--- src/controlUnitPkg.sv ---
//////////////////////////////
// Shared widths, state numbers, sequencing enums
// and microword structs for the control unit
//////////////////////////////
package controlUnitPkg;

	localparam int StateWidth = 5;
	localparam int OpcodeWidth = 3;
	localparam int AluOpWidth = 6;

	typedef logic [StateWidth-1:0] state_t;
	typedef logic [OpcodeWidth-1:0] opcode_t;

	// Fetch routine
	localparam state_t ResetState = 5'd0;
	localparam state_t FetchState = 5'd1;
	localparam state_t FetchWaitState = 5'd2;
	localparam state_t IrLoadState = 5'd3;

	// ALU and default routines
	localparam state_t AluRegState = 5'd5;
	localparam state_t AluImmState = 5'd7;
	localparam state_t DefaultState = 5'd10;

	// Memory routines
	localparam state_t LoadAddrState = 5'd16;
	localparam state_t LoadWaitState = 5'd17;
	localparam state_t LoadWriteState = 5'd18;
	localparam state_t StoreAddrState = 5'd20;
	localparam state_t StoreDataState = 5'd21;
	localparam state_t StoreWaitState = 5'd22;

	// Conditional branch
	localparam state_t BranchState = 5'd25;
	localparam state_t BranchTakeState = 5'd26;

	typedef enum logic [2:0]
	{
		SeqDispatch = 3'd0,
		SeqIncrement = 3'd1,
		SeqJump = 3'd2,
		SeqWaitIncrement = 3'd3,
		SeqBranch = 3'd4,
		// Hold until the condition, then go to target
		SeqWaitJump = 3'd5
	} nextSel_e;

	typedef enum logic [1:0]
	{
		CondMoc = 2'd0,
		CondBranch = 2'd1,
		CondAlways = 2'd2
	} condSel_e;

	// Datapath control word
	typedef struct packed
	{
		logic marLd;
		logic mdrLd;
		logic irLd;
		logic pcLd;
		logic npcLd;
		logic rfLd;
		logic frLd;
		logic memEnable;
		// High for a memory read
		logic readWrite;
		logic muxA;
		logic [1:0] muxB;
		logic muxC;
		logic [1:0] muxD;
		logic muxE;
		logic muxF;
		logic muxG;
		logic [AluOpWidth-1:0] aluOp;
		logic carryIn;
	} datapathCtrl_t;

	typedef struct packed
	{
		nextSel_e nextSel;
		condSel_e condSel;
		logic invert;
		state_t target;
	} seqCtrl_t;

	typedef struct packed
	{
		datapathCtrl_t ctrl;
		seqCtrl_t seq;
	} microWord_t;

endpackage

--- src/instructionDecoder.sv ---
//////////////////////////////
// Opcode class to routine entry state
//////////////////////////////
module instructionDecoder
(
	input controlUnitPkg::opcode_t opcode,
	output controlUnitPkg::state_t entry
);

	always_comb
	begin
		case (opcode)
			3'd0:
				entry = controlUnitPkg::AluRegState;
			3'd1:
				entry = controlUnitPkg::AluImmState;
			3'd2:
				entry = controlUnitPkg::LoadAddrState;
			3'd3:
				entry = controlUnitPkg::StoreAddrState;
			3'd4:
				entry = controlUnitPkg::BranchState;
			// Unknown classes still return to fetch
			default:
				entry = controlUnitPkg::DefaultState;
		endcase
	end

endmodule

--- src/microstore.sv ---
//////////////////////////////
// Microprogram table with one microword per state
//////////////////////////////
module microstore
(
	input logic reset,
	input controlUnitPkg::state_t state,
	output controlUnitPkg::microWord_t word
);

	function automatic controlUnitPkg::seqCtrl_t seqOf
	(
		input controlUnitPkg::nextSel_e nextSel,
		input controlUnitPkg::condSel_e condSel,
		input controlUnitPkg::state_t target
	);
		controlUnitPkg::seqCtrl_t s;
		s.nextSel = nextSel;
		s.condSel = condSel;
		s.invert = 1'b0;
		s.target = target;
		return s;
	endfunction

	always_comb
	begin
		// Unused states get an idle word and jump back to fetch
		word = '0;
		word.seq = seqOf(controlUnitPkg::SeqJump, controlUnitPkg::CondAlways,
			controlUnitPkg::FetchState);
		case (state)
			controlUnitPkg::FetchState:
			begin
				// MAR and PC both take the PC path plus 4
				word.ctrl.marLd = 1'b1;
				word.ctrl.pcLd = 1'b1;
				word.ctrl.muxB = 2'b11;
				word.ctrl.muxD = 2'b01;
				word.ctrl.muxE = 1'b1;
				word.ctrl.aluOp = 6'b000100;
				word.seq = seqOf(controlUnitPkg::SeqIncrement, controlUnitPkg::CondAlways,
					controlUnitPkg::ResetState);
			end
			controlUnitPkg::FetchWaitState:
			begin
				word.ctrl.memEnable = 1'b1;
				word.ctrl.readWrite = 1'b1;
				word.seq = seqOf(controlUnitPkg::SeqWaitIncrement, controlUnitPkg::CondMoc,
					controlUnitPkg::ResetState);
			end
			controlUnitPkg::IrLoadState:
			begin
				word.ctrl.irLd = 1'b1;
				word.ctrl.npcLd = 1'b1;
				word.seq = seqOf(controlUnitPkg::SeqDispatch, controlUnitPkg::CondAlways,
					controlUnitPkg::ResetState);
			end
			controlUnitPkg::AluRegState, controlUnitPkg::AluImmState:
			begin
				word.ctrl.rfLd = 1'b1;
				word.ctrl.frLd = 1'b1;
				word.ctrl.muxC = 1'b1;
				// Immediate operand on the B side
				word.ctrl.muxB = (state == controlUnitPkg::AluImmState) ? 2'b01 : 2'b00;
			end
			controlUnitPkg::LoadAddrState, controlUnitPkg::StoreAddrState:
			begin
				// Base plus offset into MAR
				word.ctrl.marLd = 1'b1;
				word.ctrl.muxB = 2'b01;
				word.ctrl.aluOp = 6'b000100;
				word.seq = seqOf(controlUnitPkg::SeqIncrement, controlUnitPkg::CondAlways,
					controlUnitPkg::ResetState);
			end
			controlUnitPkg::LoadWaitState:
			begin
				word.ctrl.mdrLd = 1'b1;
				word.ctrl.memEnable = 1'b1;
				word.ctrl.readWrite = 1'b1;
				word.seq = seqOf(controlUnitPkg::SeqWaitIncrement, controlUnitPkg::CondMoc,
					controlUnitPkg::ResetState);
			end
			controlUnitPkg::LoadWriteState:
			begin
				word.ctrl.rfLd = 1'b1;
				word.ctrl.muxB = 2'b10;
				word.ctrl.aluOp = 6'b001010;
			end
			controlUnitPkg::StoreDataState:
			begin
				word.ctrl.mdrLd = 1'b1;
				word.ctrl.muxA = 1'b1;
				word.ctrl.muxG = 1'b1;
				word.ctrl.aluOp = 6'b001000;
				word.seq = seqOf(controlUnitPkg::SeqIncrement, controlUnitPkg::CondAlways,
					controlUnitPkg::ResetState);
			end
			controlUnitPkg::StoreWaitState:
			begin
				// Write cycle with readWrite low
				word.ctrl.memEnable = 1'b1;
				word.seq = seqOf(controlUnitPkg::SeqWaitJump, controlUnitPkg::CondMoc,
					controlUnitPkg::FetchState);
			end
			controlUnitPkg::BranchState:
				word.seq = seqOf(controlUnitPkg::SeqBranch, controlUnitPkg::CondBranch,
					controlUnitPkg::BranchTakeState);
			controlUnitPkg::BranchTakeState:
			begin
				// nPC plus displacement into PC
				word.ctrl.pcLd = 1'b1;
				word.ctrl.npcLd = 1'b1;
				word.ctrl.muxF = 1'b1;
				word.ctrl.aluOp = 6'b000100;
			end
			default:
			begin
				// Reset, default routine and unused states
			end
		endcase
		// No datapath load while in reset
		if (reset)
			word.ctrl = '0;
	end

endmodule

--- src/microSequencer.sv ---
//////////////////////////////
// State register, incrementer
// and next-state selection
//////////////////////////////
module microSequencer
(
	input logic clk,
	input logic reset,
	input controlUnitPkg::seqCtrl_t seq,
	input controlUnitPkg::state_t entry,
	input logic moc,
	input logic cond,
	output controlUnitPkg::state_t state
);

	controlUnitPkg::state_t stateInc;
	controlUnitPkg::state_t nextState;
	logic condSelected;
	logic condTrue;

	assign stateInc = state + controlUnitPkg::state_t'(1);

	always_comb
	begin
		case (seq.condSel)
			controlUnitPkg::CondMoc:
				condSelected = moc;
			controlUnitPkg::CondBranch:
				condSelected = cond;
			default:
				condSelected = 1'b1;
		endcase
	end

	assign condTrue = condSelected ^ seq.invert;

	always_comb
	begin
		case (seq.nextSel)
			controlUnitPkg::SeqDispatch:
				nextState = entry;
			controlUnitPkg::SeqIncrement:
				nextState = stateInc;
			controlUnitPkg::SeqJump:
				nextState = seq.target;
			// Wait modes hold the state until the condition
			controlUnitPkg::SeqWaitIncrement:
				nextState = condTrue ? stateInc : state;
			controlUnitPkg::SeqWaitJump:
				nextState = condTrue ? seq.target : state;
			controlUnitPkg::SeqBranch:
				nextState = condTrue ? seq.target : controlUnitPkg::FetchState;
			default:
				nextState = controlUnitPkg::FetchState;
		endcase
	end

	always_ff @(posedge clk)
	begin
		if (reset)
			state <= controlUnitPkg::ResetState;
		else
			state <= nextState;
	end

endmodule

--- src/controlUnit.sv ---
//////////////////////////////
// Control unit top level
// Decoder, microstore and sequencer loop
//////////////////////////////
module controlUnit
(
	input logic clk,
	input logic reset,
	input controlUnitPkg::opcode_t opcode,
	input logic moc,
	input logic cond,
	output controlUnitPkg::datapathCtrl_t ctrl,
	output controlUnitPkg::state_t state
);

	controlUnitPkg::microWord_t word;
	controlUnitPkg::state_t entry;

	instructionDecoder decoder_i
	(
		.opcode(opcode),
		.entry(entry)
	);

	microstore microstore_i
	(
		.reset(reset),
		.state(state),
		.word(word)
	);

	microSequencer sequencer_i
	(
		.clk(clk),
		.reset(reset),
		.seq(word.seq),
		.entry(entry),
		.moc(moc),
		.cond(cond),
		.state(state)
	);

	// Control word of the current state
	assign ctrl = word.ctrl;

endmodule

--- config.mk ---
export PLATFORM = sky130hd
export DESIGN_NAME = controlUnit
export DESIGN_NICKNAME = d
export VERILOG_FILES = /design/src/controlUnitPkg.sv /design/src/instructionDecoder.sv /design/src/microstore.sv /design/src/microSequencer.sv /design/src/controlUnit.sv
export SDC_FILE = /design/constraint.sdc
export NUM_CORES = 1
export LEC_CHECK = 0
export ABC_AREA = 1
export BUFFER_PORTS_ARGS = -buffer_cell sky130_fd_sc_hd__buf_2
export CAP_MARGIN = 40
export CORE_MARGIN = 2
export CORE_UTILIZATION = 48
export DETAILED_ROUTE_END_ITERATION = 10
export PLACE_DENSITY = 0.9
export SLEW_MARGIN = 20
export SYNTH_ARGS = -nofsm -noshare
export SYNTH_HDL_FRONTEND = slang
export SYNTH_SLANG_ARGS = --single-unit
--- constraint.sdc ---
create_clock -name clk -period 1.89 [get_ports clk]
set_input_delay 0.189 -clock clk [delete_from_list [all_inputs] [get_ports clk]]
set_output_delay 0.189 -clock clk [all_outputs]
set_load 0.03 [all_outputs]
=== After elaboration in Yosys (flattened, before gate mapping) ===
Cells that the tools add are included.

* Reduce and logical (&&, ||, !) cells: 15
* $add $sub $neg: 1
* Equality and inequality tests: 25
* Multiplexer cells: 23
* Bitwise operators: 1

{| class="wikitable"
|+ Operators by type and width
! kind !! number
|-
| case mux 11 bit (5 select lines) || 1
|-
| == test 5 bit, second input constant || 8
|-
| case mux 5 bit (6 select lines) || 1
|-
| 2-to-1 mux 25 bit || 1
|-
| case mux 5 bit (5 select lines) || 1
|-
| 2-to-1 mux 5 bit || 3
|-
| == test 3 x 2 -> 1 bit, second input constant || 4
|-
| 2-to-1 mux 1 bit || 12
|-
| case mux 4 bit (3 select lines) || 1
|-
| OR reduction 2 bit || 6
|-
| == test 5 x 2 -> 1 bit, second input constant || 2
|-
| == test 5 x 3 -> 1 bit, second input constant || 2
|-
| == test 3 bit, second input constant || 3
|-
| OR reduction 3 bit || 3
|-
| case mux 2 bit (4 select lines) || 1
|-
| OR reduction 4 bit || 2
|-
| == test 3 x 1 -> 1 bit, second input constant || 2
|-
| zero test 3 bit || 2
|-
| adder 5 x 1 -> 5 bit, second input constant || 1
|-
| == test 5 x 1 -> 1 bit, second input constant || 1
|-
| != test 2 x 1 -> 1 bit, second input constant || 2
|-
| == test 2 x 1 -> 1 bit, second input constant || 1
|-
| zero test 2 bit || 1
|-
| 2-to-1 mux 2 bit || 1
|-
| other kinds (3) || 3
|}

* Input bits: 7
* Output and inout port bits: 30
* Flip-flop bits (word level): 5
* Logic and storage cells: 66

=== Longest topological paths before layout ===
* Word-level depth: 8
* Gate-level depth with buffers: 12
* Depth with buffers taken out: 12

=== Modules after synthesis ===
From an unflattened synthesis, not the netlist that was laid out.

* Cells, all modules: 177
* Area total of the unflattened synthesis: 952.2 um2

{| class="wikitable"
|+ Modules (own cells, without submodules)
! module !! area an instance (um2) !! instances !! sequential area each (um2) !! cells an instance
|-
| microSequencer || 525.5 || 1 || 100.1 || 90
|-
| microstore || 380.4 || 1 || 0.0 || 75
|-
| instructionDecoder || 46.3 || 1 || 0.0 || 12
|}

=== Least setup slack after synthesis ===
No wires, ideal clock.

* Path kind: register to output
* Start point: reg sequencer_i.state[1]
* End point: out ctrl[14] (netlist name)
* Path buffers: 0
* Slack: -0.474 ns
* Stages on the path, launching flop included: 6
* Arrival time: 2.175 ns
* Data required time: 1.701 ns
* Cell sequence: dfxtp_1 -> ha_1 -> nand2_1 -> nor3_1 -> inv_1 -> o21ai_0

{| class="wikitable"
|+ RTL lines
! element !! line !! RTL
|-
| start, declared || microSequencer.sv:13 || <nowiki>output controlUnitPkg::state_t state</nowiki>
|-
| start signal, assigned || microSequencer.sv:61 || <nowiki>state <= controlUnitPkg::ResetState;</nowiki>
|-
| start signal, assigned || microSequencer.sv:63 || <nowiki>state <= nextState;</nowiki>
|-
| end, declared || controlUnit.sv:12 || <nowiki>output controlUnitPkg::datapathCtrl_t ctrl,</nowiki>
|}

==> flow_summary_export.csv <==
group,metric,value,unit
finish,largest_register_ffs,5,
clock_network,cts.repair.resized,1,
die,fp.dieW,47.5,um
global_routing,grt_max_degree,23,
clock_network,cts_root_buf,"clkbuf_4",
route,viasPerCell,5.05,
synth,synth-main-ff-cell,"dfxtp_1",
synth,synth_area_per_cell,6.34,um2
finish,fillerInstances,164,
route,route.antenna.remaining_nets,0,
finish,diodes,0,
die,start_util,52.0,%
worst_setup_path,cpMostUsedCell,"nand2_1",
sta,period_minus_slack,1.78,ns
worst_setup_path,cp_slowest_cell,"dfxtp_1",
global_routing,grt_pass1_wl,3.53,mm
route,drt_first_pass_iters,4,
sta,hold_viol,0,
worst_setup_path,end_kind,"primary output",
worst_setup_path,crit_chain,"inv_1 -> ha_2 -> nand2_4 -> nand2_1 -> nand2_1 -> nor2_1 -> buf_2",
flow_run,drv_cap,0,
sta,skew,0.00492,ns
sta,setup_viol,0,
sta,max_freq,0.562,GHz
synth,yosysWarnings,0,
synth,yosysSeqAreaShare,11.0,%
route,routedLengthMet1,897,um
route,dr_wl_met3,134,um
global_routing,first_global_vias,887,
die,rows,15,
power,p_per_area,1010,nW/um2
worst_setup_path,cp.arrival,1.59,ns
global_routing,grt_antenna_before_repair,0,
synth,synth-seq-cells,5,
sta,holdWs,0.296,ns
worst_setup_path,crit_type,"reg -> out",
worst_setup_path,startpoint_type,"register",
finish,final-instance-count-excl-fill,198,
route,drt_iter0_markers,35,
clock_network,cts_setup_buffers,0,
route,highest_layer,"met3",
sta,fin_ws,0.111,ns
die,core_area,1750,um2
placement,routabilityCongestion,0.916,
power,p_total,0.00113,W
finish,post_route_cells_drive_above_1_share,43.9,%
sta,tns,0,ns
clock_network,clkTransAtPathRegs,0.05,ns
worst_setup_path,path_max_fanout,6,
outcome,outcome,"finished clean",
sta,drv_slew,0,
worst_setup_path,reg2reg_slack,0.16,ns
worst_setup_path,cpPeakStageDelay,0.30,ns
route,routedWlPerCell,11.2,um
finish,area_growth,23.7,%
sta,rsz0062_at_grt,"no",
power,peakVddDrop,0.599,mV
synth,yosys.area.top_type,"nand2_1",
die,die-area,2250,um2
worst_setup_path,crit_start,"sequencer_i.state[1]",
worst_setup_path,cp_data_required_time,1.70,ns
placement,place.detailed.hpwl,1.83,mm
placement,dp_slack,0.0432,ns
placement,portBuffers,31,
worst_hold_path,hp-class,"in -> reg",
synth,synthTopCellsByArea,"nand2_1 13%, dfxtp_1 11%, a21oi_2 6.8%",
clock_network,cts_made_buffers,3,
die,io-pin-count,37,
finish,regMostFlops,"sequencer_i.state",
global_routing,grt.overflow.total,0,
finish,reg.largest.list,"sequencer_i.state (5)",
sta,fin_crit_sh,94.1,%
route,wl,2.21,mm
worst_setup_path,worstReg2RegStart,"sequencer_i.state[0]",
worst_setup_path,crit_end,"ctrl[16]",
synth,yosysMostFrequentCell,"nand2_1",
clock_network,cts_sinks,5,
clock_network,clock_latency,0.24,ns
worst_setup_path,rr_worst_depth,10,
route,dr_wl_met2,1.18,mm
worst_setup_path,r2r_end,"sequencer_i.state[0]",
synth,yosysTopAreaCellShare,12.8,%
synth,syn_area,907,um2
route,via_count,1000,
power,leakage,0.636,nW
finish,fin_nets,185,
placement,place_inst,194,
die,die-height,47.5,um
clock_network,cts-htree-levels,1,
clock_network,holdBufCountCts,0,
synth,synth_edf_count,0,
global_routing,gr-usage-all-layers,21.4,%
clock_network,cts_max_path_buffers,2,
synth,syn_inst,143,
synth,synth_commonest_cells,"31 x nand2_1, 13 x inv_1, 12 x nor2_1",
route,drc,0,
synth,synth_cell_types,30,
clock_network,cts_tree,"done",
synth,async_flop_share,0,%
## through the flow
step	cell area, um2	utilization [%]
detailed placement	1060	60.9
global placement	1060	60.9
finish	1120	64.3
CTS	1090	62.5
floorplan	940	-
global route	1120	64.3
## logic make-up after synthesis
kind of cell / count (synthesis) / share of synthesized area (%)
flip-flops: 5 / 11.0
adder cells (fa/ha/maj): 4 / 5.52
AND/OR/NAND/NOR: 74 / 45.2
buffers and inverters: 33 / 17.8
other: 1 / 0.413
XOR/XNOR: 2 / 1.93
AO/OA/AOI/OAI: 24 / 18.1
## power by group
part | switching [W] | internal, W | leakage [nW]
logic | 0.000586 | 0.000266 | 0.580
registers | 0.0000264 | 0.000130 | 0.0409
clock network | 0.0000439 | 0.0000798 | 0.0150
total | 0.000657 | 0.000475 | 0.636
## worst min-delay path by stage
| stage | from | to | slack (ns) | cells past startpoint |
|---|---|---|---|---|
| CTS | opcode[2] | sequencer_i.state[3] | 0.30 | 3 |
| global route | opcode[2] | sequencer_i.state[3] | 0.32 | 3 |
| global placement | opcode[2] | sequencer_i.state[3] | 0.55 | 3 |
| detailed placement | opcode[2] | sequencer_i.state[3] | 0.56 | 3 |
| finish | opcode[2] | sequencer_i.state[3] | 0.30 | 3 |
| floorplan | reset | sequencer_i.state[0] | 0.36 | 2 |
## per-layer routing
layer  vias up  global-route usage (%)
met5         -                       0
met4         0                    7.78
met3         0                    3.02
met2        40                    39.5
met1       451                    24.9
li1        509                       -
## layout make-up
cell class,count,area [um2],area share (%)
Inverter,22,82.6,7.36
Clock buffer,4,26.3,2.34
Tap cell,25,31.3,2.79
Multi-Input combinational cell,109,698,62.2
Sequential cell,5,101,9.03
Timing Repair Buffer,33,183,16.3
## worst max-delay path, delay by kind of cell (launching register included)
kind / cells / cell delay, ns
buf+inv: 2 / 0.28
simple gates: 4 / 0.52
fa+ha+maj: 1 / 0.24
flops: 1 / 0.30
## cell usage in the layout (no fill, tap or decap), drive strengths merged
cell type and count:
a21oi 13, a31oi 3, ha 4, a21o 1
o211ai 2, o21bai 1, nor2 18, xor2 2
dfxtp 5, conb 5, clkinv 1, nand2 38
nand4 5, nor3 2, inv 21, clkbuf 6
nand3 11, o21ai 4, buf 31
Power figures use the tool's default switching activity.
